### src/verilog/i2cBusPkg.sv
// I2C bus-level definitions
// Byte engine states, bit phase count, divider and length widths
package i2cBusPkg;

	//----------------------------------------------------------------------
	// Byte engine FSM
	//----------------------------------------------------------------------
	typedef enum logic [2:0] {
		IDLE     = 3'd0,	// Bus released, waiting for xferStart
		START    = 3'd1,	// SDA falls while SCL high
		ADDR     = 3'd2,	// 7-bit address + read bit, MSB first
		ADDR_ACK = 3'd3,	// Slave drives ACK
		DATA     = 3'd4,	// Slave drives 8 data bits
		DATA_ACK = 3'd5,	// Host drives ACK, NACK on last byte
		STOP     = 3'd6		// SDA rises while SCL high
	} engineState;

	//----------------------------------------------------------------------
	// Bit timing
	//----------------------------------------------------------------------
	localparam int quartersPerBit = 4;	// Ticks per SCL period, 2 low + 2 high

	// Divider register
	localparam int clkDivWidth = 16;
	localparam logic [clkDivWidth-1:0] clkDivDefault = 16'd24;	// 25 clocks per quarter

	// Transfer length counter
	localparam int byteCountWidth = 4;

endpackage

### src/verilog/keyScanPkg.sv
// Scan-level definitions
// Device select FSM, slave addresses, register map and bus width
package keyScanPkg;

	//----------------------------------------------------------------------
	// Scan sequencer states
	//----------------------------------------------------------------------
	typedef enum logic [2:0] {
		STOP = 3'd0,	// Waiting for enable
		KEY1 = 3'd1,	// Left keypad transfer
		KEY2 = 3'd2,	// Right keypad transfer
		GYRO = 3'd3,	// Gyro sensor transfer
		COMP = 3'd4		// Scan done, hold until enable drops
	} deviceSel;

	// 7-bit slave addresses
	localparam logic [6:0] keyPadAdrs1 = 7'h02;	// Left keypad
	localparam logic [6:0] keyPadAdrs2 = 7'h03;	// Right keypad
	localparam logic [6:0] gyroAdrs    = 7'h04;	// Gyro sensor

	localparam logic [i2cBusPkg::byteCountWidth-1:0] bytesPerDevice = 2;

	//----------------------------------------------------------------------
	// Register map, word addresses
	//----------------------------------------------------------------------
	localparam int regAdrsWidth = 3;
	localparam logic [regAdrsWidth-1:0] regCtrl    = 3'd0;	// Bit 0 enable
	localparam logic [regAdrsWidth-1:0] regStatus  = 3'd1;	// Done, busy, NACK error
	localparam logic [regAdrsWidth-1:0] regClkDiv  = 3'd2;
	localparam logic [regAdrsWidth-1:0] regKeyPad1 = 3'd3;
	localparam logic [regAdrsWidth-1:0] regKeyPad2 = 3'd4;
	localparam logic [regAdrsWidth-1:0] regGyro    = 3'd5;

	localparam int dataWidth = 16;	// Wishbone data bus

endpackage

### src/verilog/i2cByteEngine.sv
// Bit-level I2C read engine
// START, address, data bytes with ACK/NACK, STOP, open-drain drive
module i2cByteEngine (
	input  logic                                  iSysClk,
	input  logic                                  rstN,
	input  logic                                  quarterTick,
	input  logic                                  xferStart,	// Ignored while busy
	input  logic [6:0]                            slaveAdrs,
	input  logic [i2cBusPkg::byteCountWidth-1:0]  xferLen,	// Bytes to read
	input  logic                                  sdaIn,
	output logic                                  sclOe,		// 1 pulls SCL low
	output logic                                  sdaOe,		// 1 pulls SDA low
	output logic                                  byteValid,
	output logic [7:0]                            rxByte,
	output logic                                  xferDone,
	output logic                                  addrNack,	// Valid with xferDone
	output logic                                  engineBusy
);

	import i2cBusPkg::*;

	localparam int quarterWidth = $clog2(quartersPerBit);
	// Quarter phases inside one bit, SCL low for q0 and q1
	localparam logic [quarterWidth-1:0] qDrive      = 0;	// Middle of low phase, SDA changes
	localparam logic [quarterWidth-1:0] qRelease    = 1;	// SCL goes high
	localparam logic [quarterWidth-1:0] qSample     = 2;	// Middle of high phase
	localparam logic [quarterWidth-1:0] lastQuarter = quarterWidth'(quartersPerBit - 1);

	engineState                state;
	logic [quarterWidth-1:0]   qCnt;
	logic [2:0]                bitCnt;		// Bit index, MSB first
	logic [7:0]                shiftReg;	// Address out, data in
	logic [byteCountWidth-1:0] bytesLeft;

	assign engineBusy = (state != IDLE);
	assign rxByte     = shiftReg;

	//----------------------------------------------------------------------
	// Shift register, address out and data in
	//----------------------------------------------------------------------
	always_ff @(posedge iSysClk)
	begin
		if (state == IDLE && xferStart)
		begin
			shiftReg <= {slaveAdrs, 1'b1};	// Read bit set
		end
		else if (quarterTick && state == ADDR && qCnt == lastQuarter)
		begin
			shiftReg <= {shiftReg[6:0], 1'b0};
		end
		else if (quarterTick && state == DATA && qCnt == qSample)
		begin
			shiftReg <= {shiftReg[6:0], sdaIn};
		end
	end

	//----------------------------------------------------------------------
	// Engine FSM, advances on quarter ticks
	//----------------------------------------------------------------------
	always_ff @(posedge iSysClk or negedge rstN)
	begin
		if (!rstN)
		begin
			state     <= IDLE;
			qCnt      <= '0;
			bitCnt    <= '0;
			bytesLeft <= '0;
			sclOe     <= 1'b0;
			sdaOe     <= 1'b0;
			byteValid <= 1'b0;
			xferDone  <= 1'b0;
			addrNack  <= 1'b0;
		end
		else
		begin
			byteValid <= 1'b0;	// Pulses
			xferDone  <= 1'b0;
			if (state == IDLE)
			begin
				qCnt <= '0;
				if (xferStart)
				begin
					state     <= START;
					bytesLeft <= xferLen;
					addrNack  <= 1'b0;
				end
			end
			else if (quarterTick)
			begin
				qCnt <= qCnt + 1'b1;	// Wraps at end of bit
				case (state)
					START:
					begin
						if (qCnt == qDrive)
							sdaOe <= 1'b1;	// SDA falls, SCL still high
						if (qCnt == qRelease)
						begin
							sclOe  <= 1'b1;
							qCnt   <= '0;
							bitCnt <= 3'd7;
							state  <= ADDR;
						end
					end
					ADDR:
					begin
						if (qCnt == qDrive)
							sdaOe <= ~shiftReg[7];
						if (qCnt == qRelease)
							sclOe <= 1'b0;
						if (qCnt == lastQuarter)
						begin
							sclOe <= 1'b1;
							if (bitCnt == 3'd0)
								state <= ADDR_ACK;
							else
								bitCnt <= bitCnt - 1'b1;
						end
					end
					ADDR_ACK:
					begin
						if (qCnt == qDrive)
							sdaOe <= 1'b0;	// Let slave drive
						if (qCnt == qRelease)
							sclOe <= 1'b0;
						if (qCnt == qSample)
							addrNack <= sdaIn;	// High means no slave
						if (qCnt == lastQuarter)
						begin
							sclOe  <= 1'b1;
							bitCnt <= 3'd7;
							state  <= addrNack ? STOP : DATA;
						end
					end
					DATA:
					begin
						if (qCnt == qDrive)
							sdaOe <= 1'b0;
						if (qCnt == qRelease)
							sclOe <= 1'b0;
						if (qCnt == lastQuarter)
						begin
							sclOe <= 1'b1;
							if (bitCnt == 3'd0)
							begin
								byteValid <= 1'b1;	// Full byte in shiftReg
								bytesLeft <= bytesLeft - 1'b1;
								state     <= DATA_ACK;
							end
							else
							begin
								bitCnt <= bitCnt - 1'b1;
							end
						end
					end
					DATA_ACK:
					begin
						if (qCnt == qDrive)
							sdaOe <= (bytesLeft != '0);	// ACK, NACK on last byte
						if (qCnt == qRelease)
							sclOe <= 1'b0;
						if (qCnt == lastQuarter)
						begin
							sclOe  <= 1'b1;
							bitCnt <= 3'd7;
							state  <= (bytesLeft == '0) ? STOP : DATA;
						end
					end
					STOP:
					begin
						if (qCnt == qDrive)
							sdaOe <= 1'b1;	// SDA low under SCL low
						if (qCnt == qRelease)
							sclOe <= 1'b0;
						if (qCnt == lastQuarter)
						begin
							sdaOe    <= 1'b0;	// SDA rises, SCL high
							xferDone <= 1'b1;
							state    <= IDLE;
						end
					end
					default: state <= IDLE;
				endcase
			end
		end
	end

endmodule

### src/verilog/i2cClockGen.sv
// Quarter-bit tick generator for the I2C byte engine
module i2cClockGen (
	input  logic                               iSysClk,
	input  logic                               rstN,
	input  logic                               run,		// Engine busy
	input  logic [i2cBusPkg::clkDivWidth-1:0]  clkDiv,	// Quarter period minus one
	output logic                               quarterTick
);

	import i2cBusPkg::*;

	logic [clkDivWidth-1:0] divCnt;	// Counts down to zero

	//----------------------------------------------------------------------
	// Down-counter, preloaded while idle
	//----------------------------------------------------------------------
	always_ff @(posedge iSysClk or negedge rstN)
	begin
		if (!rstN)
		begin
			divCnt <= '0;
		end
		else if (!run)
		begin
			divCnt <= clkDiv;	// Full period before first tick
		end
		else if (divCnt == '0)
		begin
			divCnt <= clkDiv;	// Reload on tick
		end
		else
		begin
			divCnt <= divCnt - 1'b1;
		end
	end

	// One pulse every clkDiv+1 clocks while running
	assign quarterTick = run && (divCnt == '0);

endmodule

### src/verilog/keyScanRegs.sv
// Wishbone classic register block
// Control, status, divider and the three scan result registers
module keyScanRegs (
	input  logic                                 iSysClk,
	input  logic                                 rstN,
	input  logic                                 wbCyc,
	input  logic                                 wbStb,
	input  logic                                 wbWe,
	input  logic [keyScanPkg::regAdrsWidth-1:0]  wbAdr,
	input  logic [keyScanPkg::dataWidth-1:0]     wbDatW,
	input  logic                                 capWe,
	input  keyScanPkg::deviceSel                 capDev,
	input  logic [7:0]                           capByte,
	input  logic                                 seqDone,
	input  logic                                 seqBusy,
	input  logic                                 nackErr,
	output logic [keyScanPkg::dataWidth-1:0]     wbDatR,
	output logic                                 wbAck,
	output logic                                 scanEn,
	output logic [i2cBusPkg::clkDivWidth-1:0]    clkDiv
);

	import i2cBusPkg::*;
	import keyScanPkg::*;

	logic                 busHit;		// Access accepted this cycle
	logic [dataWidth-1:0] keyPad1;
	logic [dataWidth-1:0] keyPad2;
	logic [dataWidth-1:0] gyroData;
	logic [dataWidth-1:0] readMux;

	assign busHit = wbCyc && wbStb && !wbAck;

	// Read select, unused addresses give zero
	always_comb
	begin
		readMux = '0;
		case (wbAdr)
			regCtrl:    readMux[0]   = scanEn;
			regStatus:  readMux[2:0] = {nackErr, seqBusy, seqDone};
			regClkDiv:  readMux      = clkDiv;
			regKeyPad1: readMux      = keyPad1;
			regKeyPad2: readMux      = keyPad2;
			regGyro:    readMux      = gyroData;
			default:    readMux      = '0;
		endcase
	end

	//----------------------------------------------------------------------
	// Bus side, single-cycle registered ack
	//----------------------------------------------------------------------
	always_ff @(posedge iSysClk or negedge rstN)
	begin
		if (!rstN)
		begin
			wbAck  <= 1'b0;
			wbDatR <= '0;
			scanEn <= 1'b0;
			clkDiv <= clkDivDefault;
		end
		else
		begin
			wbAck <= busHit;
			if (busHit)
				wbDatR <= readMux;	// Valid with wbAck
			if (busHit && wbWe)
			begin
				if (wbAdr == regCtrl)
					scanEn <= wbDatW[0];
				if (wbAdr == regClkDiv)
					clkDiv <= wbDatW;
			end
		end
	end

	//----------------------------------------------------------------------
	// Result capture, new byte into low half
	//----------------------------------------------------------------------
	always_ff @(posedge iSysClk or negedge rstN)
	begin
		if (!rstN)
		begin
			keyPad1  <= '0;
			keyPad2  <= '0;
			gyroData <= '0;
		end
		else if (capWe)
		begin
			case (capDev)
				KEY1:    keyPad1  <= {keyPad1[dataWidth-9:0], capByte};
				KEY2:    keyPad2  <= {keyPad2[dataWidth-9:0], capByte};
				GYRO:    gyroData <= {gyroData[dataWidth-9:0], capByte};
				default: keyPad1  <= keyPad1;	// No capture outside a transfer
			endcase
		end
	end

endmodule

### src/verilog/keyScanSequencer.sv
// Scan sequencer FSM
// Walks keypads and gyro, starts transfers, routes bytes, tracks done and error
module keyScanSequencer (
	input  logic                                  iSysClk,
	input  logic                                  rstN,
	input  logic                                  scanEn,		// CTRL enable
	input  logic                                  byteValid,
	input  logic [7:0]                            rxByte,
	input  logic                                  xferDone,
	input  logic                                  addrNack,
	output logic                                  xferStart,	// One-cycle pulse
	output logic [6:0]                            slaveAdrs,
	output logic [i2cBusPkg::byteCountWidth-1:0]  xferLen,
	output logic                                  capWe,
	output keyScanPkg::deviceSel                  capDev,
	output logic [7:0]                            capByte,
	output logic                                  seqDone,
	output logic                                  seqBusy,
	output logic                                  nackErr
);

	import keyScanPkg::*;

	deviceSel devSel;	// Current device
	deviceSel devNext;

	assign xferLen = bytesPerDevice;	// Same length for every device
	assign seqDone = (devSel == COMP);
	assign seqBusy = (devSel == KEY1) || (devSel == KEY2) || (devSel == GYRO);

	//----------------------------------------------------------------------
	// Next device
	//----------------------------------------------------------------------
	always_comb
	begin
		devNext = devSel;
		case (devSel)
			STOP:    if (scanEn) devNext = KEY1;
			KEY1:    if (xferDone) devNext = KEY2;
			KEY2:    if (xferDone) devNext = GYRO;
			GYRO:    if (xferDone) devNext = COMP;
			COMP:    if (!scanEn) devNext = STOP;	// Hold until enable drops
			default: devNext = STOP;
		endcase
	end

	//----------------------------------------------------------------------
	// State, transfer start and error flag
	//----------------------------------------------------------------------
	always_ff @(posedge iSysClk or negedge rstN)
	begin
		if (!rstN)
		begin
			devSel    <= STOP;
			xferStart <= 1'b0;
			slaveAdrs <= '0;
			nackErr   <= 1'b0;
			capWe     <= 1'b0;
			capDev    <= STOP;
		end
		else
		begin
			devSel    <= devNext;
			xferStart <= 1'b0;
			// Kick the engine on entry to a device state
			if (devNext != devSel)
			begin
				case (devNext)
					KEY1:
					begin
						xferStart <= 1'b1;
						slaveAdrs <= keyPadAdrs1;
					end
					KEY2:
					begin
						xferStart <= 1'b1;
						slaveAdrs <= keyPadAdrs2;
					end
					GYRO:
					begin
						xferStart <= 1'b1;
						slaveAdrs <= gyroAdrs;
					end
					default: xferStart <= 1'b0;
				endcase
			end

			if (devSel == STOP && devNext == KEY1)
				nackErr <= 1'b0;	// New scan
			else if (xferDone && addrNack)
				nackErr <= 1'b1;	// Sticky for this scan

			capWe  <= byteValid;	// Byte strobe to result regs
			capDev <= devSel;		// Tag with current device
		end
	end

	// Received byte, follows byteValid by one cycle with capWe
	always_ff @(posedge iSysClk)
	begin
		if (byteValid)
			capByte <= rxByte;
	end

endmodule

### src/verilog/keyScanTop.sv
// Key scan I2C host top level
// Registers, sequencer, clock generator and byte engine
module keyScanTop (
	input  logic                                 iSysClk,
	input  logic                                 rstN,
	input  logic                                 wbCyc,
	input  logic                                 wbStb,
	input  logic                                 wbWe,
	input  logic [keyScanPkg::regAdrsWidth-1:0]  wbAdr,
	input  logic [keyScanPkg::dataWidth-1:0]     wbDatW,
	input  logic                                 sdaIn,
	output logic [keyScanPkg::dataWidth-1:0]     wbDatR,
	output logic                                 wbAck,
	output logic                                 sclOe,
	output logic                                 sdaOe
);

	import i2cBusPkg::*;
	import keyScanPkg::*;

	// Registers to sequencer and divider
	logic                   scanEn;
	logic [clkDivWidth-1:0] clkDiv;
	// Sequencer to registers
	logic                   capWe;
	deviceSel               capDev;
	logic [7:0]             capByte;
	logic                   seqDone;
	logic                   seqBusy;
	logic                   nackErr;
	// Sequencer and byte engine handshake
	logic                      xferStart;
	logic [6:0]                slaveAdrs;
	logic [byteCountWidth-1:0] xferLen;
	logic                      byteValid;
	logic [7:0]                rxByte;
	logic                      xferDone;
	logic                      addrNack;
	logic                      engineBusy;
	logic                      quarterTick;

	keyScanRegs uRegs (
		.iSysClk (iSysClk),
		.rstN    (rstN),
		.wbCyc   (wbCyc),
		.wbStb   (wbStb),
		.wbWe    (wbWe),
		.wbAdr   (wbAdr),
		.wbDatW  (wbDatW),
		.capWe   (capWe),
		.capDev  (capDev),
		.capByte (capByte),
		.seqDone (seqDone),
		.seqBusy (seqBusy),
		.nackErr (nackErr),
		.wbDatR  (wbDatR),
		.wbAck   (wbAck),
		.scanEn  (scanEn),
		.clkDiv  (clkDiv)
	);

	keyScanSequencer uSequencer (
		.iSysClk   (iSysClk),
		.rstN      (rstN),
		.scanEn    (scanEn),
		.byteValid (byteValid),
		.rxByte    (rxByte),
		.xferDone  (xferDone),
		.addrNack  (addrNack),
		.xferStart (xferStart),
		.slaveAdrs (slaveAdrs),
		.xferLen   (xferLen),
		.capWe     (capWe),
		.capDev    (capDev),
		.capByte   (capByte),
		.seqDone   (seqDone),
		.seqBusy   (seqBusy),
		.nackErr   (nackErr)
	);

	// Divider runs only during a transfer
	i2cClockGen uClockGen (
		.iSysClk     (iSysClk),
		.rstN        (rstN),
		.run         (engineBusy),
		.clkDiv      (clkDiv),
		.quarterTick (quarterTick)
	);

	i2cByteEngine uByteEngine (
		.iSysClk     (iSysClk),
		.rstN        (rstN),
		.quarterTick (quarterTick),
		.xferStart   (xferStart),
		.slaveAdrs   (slaveAdrs),
		.xferLen     (xferLen),
		.sdaIn       (sdaIn),
		.sclOe       (sclOe),
		.sdaOe       (sdaOe),
		.byteValid   (byteValid),
		.rxByte      (rxByte),
		.xferDone    (xferDone),
		.addrNack    (addrNack),
		.engineBusy  (engineBusy)
	);

endmodule
### config.mk
export PLATFORM = sky130hd
export DESIGN_NAME = keyScanTop
export DESIGN_NICKNAME = d
export VERILOG_FILES = /design/src/verilog/i2cBusPkg.sv /design/src/verilog/keyScanPkg.sv /design/src/verilog/i2cByteEngine.sv /design/src/verilog/i2cClockGen.sv /design/src/verilog/keyScanRegs.sv /design/src/verilog/keyScanSequencer.sv /design/src/verilog/keyScanTop.sv
export SDC_FILE = /design/constraint.sdc
export NUM_CORES = 1
export LEC_CHECK = 0
export ABC_AREA = 1
export BUFFER_PORTS_ARGS = -buffer_cell sky130_fd_sc_hd__buf_2
export CORE_MARGIN = 3
export CORE_UTILIZATION = 50
export DETAILED_ROUTE_END_ITERATION = 12
export PLACE_DENSITY = 0.7
export SYNTH_ARGS = -nofsm -noshare
export SYNTH_HDL_FRONTEND = slang
export SYNTH_HIERARCHICAL = 1
export SYNTH_SLANG_ARGS = --single-unit
export TNS_END_PERCENT = 30
### constraint.sdc
create_clock -name iSysClk -period 2.8 [get_ports iSysClk]
set_input_delay 0.56 -clock iSysClk [delete_from_list [all_inputs] [get_ports iSysClk]]
set_output_delay 0.56 -clock iSysClk [all_outputs]
set_load 0.1 [all_outputs]
== Word level (Yosys, flattened, before mapping) ==
Cells that the tools add are included.

* Register bits after elaboration: 147
* Bits of input ports: 25

* Add/sub/neg operators: 4
* Equality and inequality tests: 41
* Mux-type cells: 72
* Bitwise operators: 2
* Reduce and logical (&&, ||, !) cells: 53

{| class="wikitable"
|+ Operator list
! kind !! number
|-
| $mux 3 || 20
|-
| $pmux 13 s4 || 1
|-
| $mux 16 || 2
|-
| $eq 3x2->1 const B || 10
|-
| $mux 1 || 26
|-
| $mux 4 || 6
|-
| $mux 8 || 3
|-
| $pmux 7 s3 || 1
|-
| $eq 3x3->1 const B || 6
|-
| $pmux 3 s6 || 1
|-
| $logic_not 16->1 || 1
|-
| $reduce_bool 2->1 || 8
|-
| $sub 16x1->16 const B || 1
|-
| $eq 3x1->1 const B || 5
|-
| $pmux 3 s5 || 1
|-
| $reduce_bool 3->1 || 5
|-
| $logic_not 3->1 || 4
|-
| $mux 2 || 6
|-
| $ne 3x1->1 const B || 4
|-
| $ne 3x3->1 const B || 4
|-
| $reduce_and 2->1 || 6
|-
| $logic_and 1x1->1 || 11
|-
| $ne 2x1->1 const B || 5
|-
| $pmux 2 s5 || 1
|-
| other kinds (26) || 34
|}

== Longest topological paths before layout ==
* Depth after elaboration: 7
* Mapped depth: 14
* Depth with buffers taken out: 14

== Hierarchy ==
Netlist, hierarchy kept.

{| class="wikitable"
|+ By module, submodules not included
! module !! times used !! cells an instance !! area each (sq um) !! sequential area each (sq um)
|-
| keyScanRegs || 1 || 452 || 3875.0 || 2054.5
|-
| i2cByteEngine || 1 || 219 || 1554.0 || 655.6
|-
| i2cClockGen || 1 || 183 || 1218.7 || 400.4
|-
| keyScanSequencer || 1 || 69 || 797.0 || 540.5
|}

== Least setup slack after synthesis ==
OpenSTA, ideal clock, no wires.

* Path kind: reg2reg
* Start: register uClockGen.divCnt[0]
* End: register uByteEngine.shiftReg[1] (netlist: uByteEngine/rxByte[1]) (enable)
* Library setup time: 0.331 ns
* Data arrival time: 1.717 ns
* Required time: 2.469 ns
* Path slack: 0.752 ns
* Cell stages (with the launch flop): 9
* Path buffers: 0
* Period minus slack after synthesis: 2.048 ns
* Path through: dfrtp_1 -> inv_1 -> ha_1 -> nand4_1 -> nor3_1 -> nand3b_1 -> nor2_1 -> nand4_1 -> nand3_1

* Cells in the longest elaborated chain, start to end: 5
* Elaborated cells between the ends (all ways): 7

{| class="wikitable"
|+ Ends and longest elaborated chain
! what !! line !! source
|-
| from (decl) || i2cClockGen.sv:12 || <nowiki>logic [clkDivWidth-1:0] divCnt;</nowiki>
|-
| from (signal assigned) || i2cClockGen.sv:25 || <nowiki>divCnt <= clkDiv;</nowiki>
|-
| from (signal assigned) || i2cClockGen.sv:29 || <nowiki>divCnt <= clkDiv;</nowiki>
|-
| from (signal assigned) || i2cClockGen.sv:33 || <nowiki>divCnt <= divCnt - 1'b1;</nowiki>
|-
| $logic_not 16->1 * || i2cClockGen.sv:38 || <nowiki>assign quarterTick = run && (divCnt == '0);</nowiki>
|-
| $logic_and 1x1->1 * || i2cClockGen.sv:38 ||
|-
| net quarterTick || keyScanTop.sv:40 || <nowiki>logic quarterTick;</nowiki>
|-
| $logic_and 1x1->1 (on tied branches) (2 in a row) || i2cByteEngine.sv:51, i2cByteEngine.sv:47 ||
|-
| $reduce_bool 3->1 (no source line) * || -- ||
|-
| to (signal assigned) || i2cByteEngine.sv:45 || <nowiki>shiftReg <= {slaveAdrs, 1'b1};</nowiki>
|-
| to (signal assigned) || i2cByteEngine.sv:49 || <nowiki>shiftReg <= {shiftReg[6:0], 1'b0};</nowiki>
|-
| to (signal assigned) || i2cByteEngine.sv:53 || <nowiki>shiftReg <= {shiftReg[6:0], sdaIn};</nowiki>
|-
| to (decl) || i2cByteEngine.sv:32 || <nowiki>logic [7:0] shiftReg;</nowiki>
|}

The timed path passes the listed nets; every way through them passes the cells marked *.
A chain may end at the register's enable or synchronous reset.

== Worst setup path in the final report ==
* Start: register uClockGen.divCnt[0]
* End: register uByteEngine.shiftReg[2] (netlist: uByteEngine/rxByte[2]) (enable)

Same word-level chain as after synthesis.

==> results.yml <==
yosys:
  post_synth_num_cell_types: 41
  post_synth.cell_area_avg_um2: 8.066
  async_flop_share_pct: 88.81
  yosys.cell_count.top_type: "sky130_fd_sc_hd__nand2_1"
  flip_flop_and_latch_count_after_synthesis: 143
  netlist.area_leader.share_pct: 42.02
  synth_enable_flop_cells: 15
  synth_cells: 923
  synth_flop_cell: "sky130_fd_sc_hd__dfrtp_1"
  ys_top_cells_by_count: "sky130_fd_sc_hd__nand2_1 (294), sky130_fd_sc_hd__dfrtp_1 (125), sky130_fd_sc_hd__inv_1 (92)"
  yosysWarningCount: 6
  synth-seq-area-share_pct: 49.04
  syn-cell-area_um2: 7445
  synth_area_leader_cell: "sky130_fd_sc_hd__dfrtp_1"
  synth.area.top_cells: "sky130_fd_sc_hd__dfrtp_1 (42%), sky130_fd_sc_hd__nand2_1 (15%), sky130_fd_sc_hd__edfxtp_1 (6.1%)"
die:
  ioPinCount: 44
  chip_width_um: 128.0
  chipHeight_um: 128.0
  die-area_um2: 16390
  start_util_pct: 52.41
  floorplan.rows: 43
  core-area_um2: 14200
routing:
  post_detailed_route_drc_marker_count: 0
  routed_via_density: 5.256
  detail_route.first_pass.iterations: 5
  dr.first_iter.drc_count: 595
  postRouteAntennaNets: 0
  route.final.wire_length_um: 16860
  drt-wirelength-per-cell_um: 14.64
  num_vias: 6050
final_layout:
  final_layout_net_count: 988
  finalCoreUtilization_pct: 58.70
  final.fill_count: 1285
  finalInstanceArea_um2: 8338
  area.growth.synth_to_final_pct: 12.00
  final_layout_size_suffix_gt1_share_pct: 14.21
  diodes: 0
  instances_no_fill: 1151
clock_network:
  cts_num_sinks: 143
  cts-buffers-inserted: 17
  cts_root_buf: "sky130_fd_sc_hd__clkbuf_16"
  cts_resized: 0
  cts.htree.levels: 4
  clk_latency_ns: 0.42
  clock_transition_at_the_register_clock_pins_on_the_worst_setup_and_hold_paths_after_cts_ns: 0.06
  cts.repair_timing.setup_buffer_count: 0
  max-clock-path-buffers: 2
  cts_tree: "built"
  hold_buf_count_cts: 0
timing:
  timing_hold_violations_final: 0
  timing.fmax_mhz: 439.4
  finalSetupTns_ns: 0
  drv_slew: 0
  worst_slew_pin_slew_ns: 0.5866
  setup_viol: 0
  rsz0062_at_grt: "false"
  final.setup_skew_ns: 0.009267
  hold_ws_ns: 0.02988
  period_needed_ns: 2.276
  portion_of_the_clock_cycle_consumed_by_the_worst_path_in_the_final_layout_pct: 81.28
  slew_headroom_pct: 60.85
global_routing:
  groute.usage.overall_pct: 21.70
  grt_max_degree: 54
  first_pass_grt_wire_length_um: 28230
  grt_remaining_overflow: 0
  number_of_global_route_vias_before_repair: 5638
  number_of_antenna_violations_at_the_first_check_in_global_routing: 1
flow_run:
  max-cap-violations: 0
placement:
  dpl-instance-area_um2: 7706
  count_of_input_and_output_buffers: 43
  placed_cells_incl_taps: 1119
  final_wtd_congestion: 0.9071
  place_hpwl_um: 11840
worst_setup_path:
  crit_type: "reg2reg"
  critical-path-top-cell-by-count: "sky130_fd_sc_hd__nand4_1"
  kind_of_end_point_of_the_critical_path: "register"
  worst_setup_path_start_kind: "register"
  critical-path-max-stage-delay_ns: 0.42
  critical_path.max_fanout: 7
  cp_cell_sequence: "inv_1, ha_1, nand4_1, nor3_1, nand3b_1, nor2_1, buf_4, nand4_1, nand3_1"
  worst_reg2reg_setup_slack_ns: 0.52
  worstPathRequired_ns: 2.88
  worst_path_max_delay_cell: "sky130_fd_sc_hd__dfrtp_1"
  crit_arrival_ns: 2.35
outcome:
  outcome: "finished, final reports clean"
pwr:
  powerDensity_nw_per_um2: 822.7
  power_leakage_nw: 4.220
  vdd.ir_drop.worst_uv: 524.0
worst_hold_path:
  hp-class: "in2async"
[through the flow]
step,setup WS (ns),power (mW)
finish,0.5242,6.860
global route,0.2666,7.287
CTS,0.4905,6.903
detailed placement,0.5733,4.471
global placement,0.6407,4.458
floorplan,0.7525,4.099
[power by group]
group	internal [mW]	total [mW]	switching (mW)
logic	0.594	1.90	1.31
registers	2.32	2.56	0.237
clock network	1.56	2.40	0.838
[flip-flops by register name, summed over array words and instances, names as in the netlist, 4 cells and up]
register,flops
uRegs/keyPad1,16
uByteEngine/rxByte,8
uRegs/keyPad2,16
uSequencer/capByte,8
uRegs/wbDatR,16
uRegs/clkDiv,16
uClockGen/divCnt,16
uByteEngine/bytesLeft,4
uRegs/gyroData,16
[per-layer routing]
| metal | GRT usage, % | part of all wire (%) | routed length (µm) |
|---|---|---|---|
| met1 | 31.47 | 47 | 7942 |
| met2 | 32.78 | 46 | 7769 |
| met3 | 4.917 | 5.1 | 862 |
| met4 | 6.367 | 1.6 | 268 |
| met5 | 0 | 0.077 | 13 |
[cell usage in the layout, fill, tap and decap left out, drive strengths merged]
cell type / n
clkbuf: 21
o21ai: 67
o211ai: 2
bufinv: 4
inv: 97
nand2: 309
edfxtp: 15
nand3b: 5
dfstp: 2
clkinv: 8
xnor2: 3
xor2: 3
conb: 8
nand4: 70
ha: 5
dfxtp: 1
nor3: 5
nor2: 69
o22ai: 1
nand3: 81
buf: 55
clkinvlp: 1
a21oi: 12
o21bai: 2
dfrtp: 125
[cell families (layout without fill, tap and decap cells)]
logic type / count (synthesis) / after routing / synth area share [%]
adder cells (fa/ha/maj): 5 / 5 / 0.8403
AND/OR/NAND/NOR: 539 / 539 / 34.13
AO/OA/AOI/OAI: 84 / 84 / 6.000
XOR/XNOR: 6 / 6 / 0.7060
other: 2 / 8 / 0.1009
flip-flops: 143 / 143 / 49.04
buffers and inverters: 144 / 186 / 9.177
[layout make-up]
cell class                 instances  area [µm²]  share of cell area (%)
clock buffer                      21       471.7                   5.657
inverter                          99       376.6                   4.517
clock inverter                    11       160.2                   1.921
tap                              180       225.2                   2.701
multi-input combinational        642        3133                   37.57
sequential                       143        3651                   43.79
timing repair buffer              55       320.3                   3.842
[worst max-delay path, delay by kind of cell (launching register included)]
kind / cells / cell delay [ns]
fa+ha+maj: 1 / 0.23
buf+inv: 2 / 0.31
flops: 1 / 0.42
simple gates: 6 / 0.97
[worst paths after layout]
path | startpoint | endpoint | cells past startpoint
max in group asynchronous | rstN | uByteEngine/bitCnt[1] | 2
min in group iSysClk | wbDatW[4] | uRegs/clkDiv[4] | 3
setup / recovery | uClockGen/divCnt[0] | uByteEngine/rxByte[2] | 9
hold / removal | rstN | uRegs/wbDatR[13] | 1
setup reg to reg | uClockGen/divCnt[0] | uByteEngine/rxByte[2] | 9
hold reg to reg | uByteEngine/rxByte[3] | uSequencer/capByte[3] | 0
(Power assumes the default switching activity.)
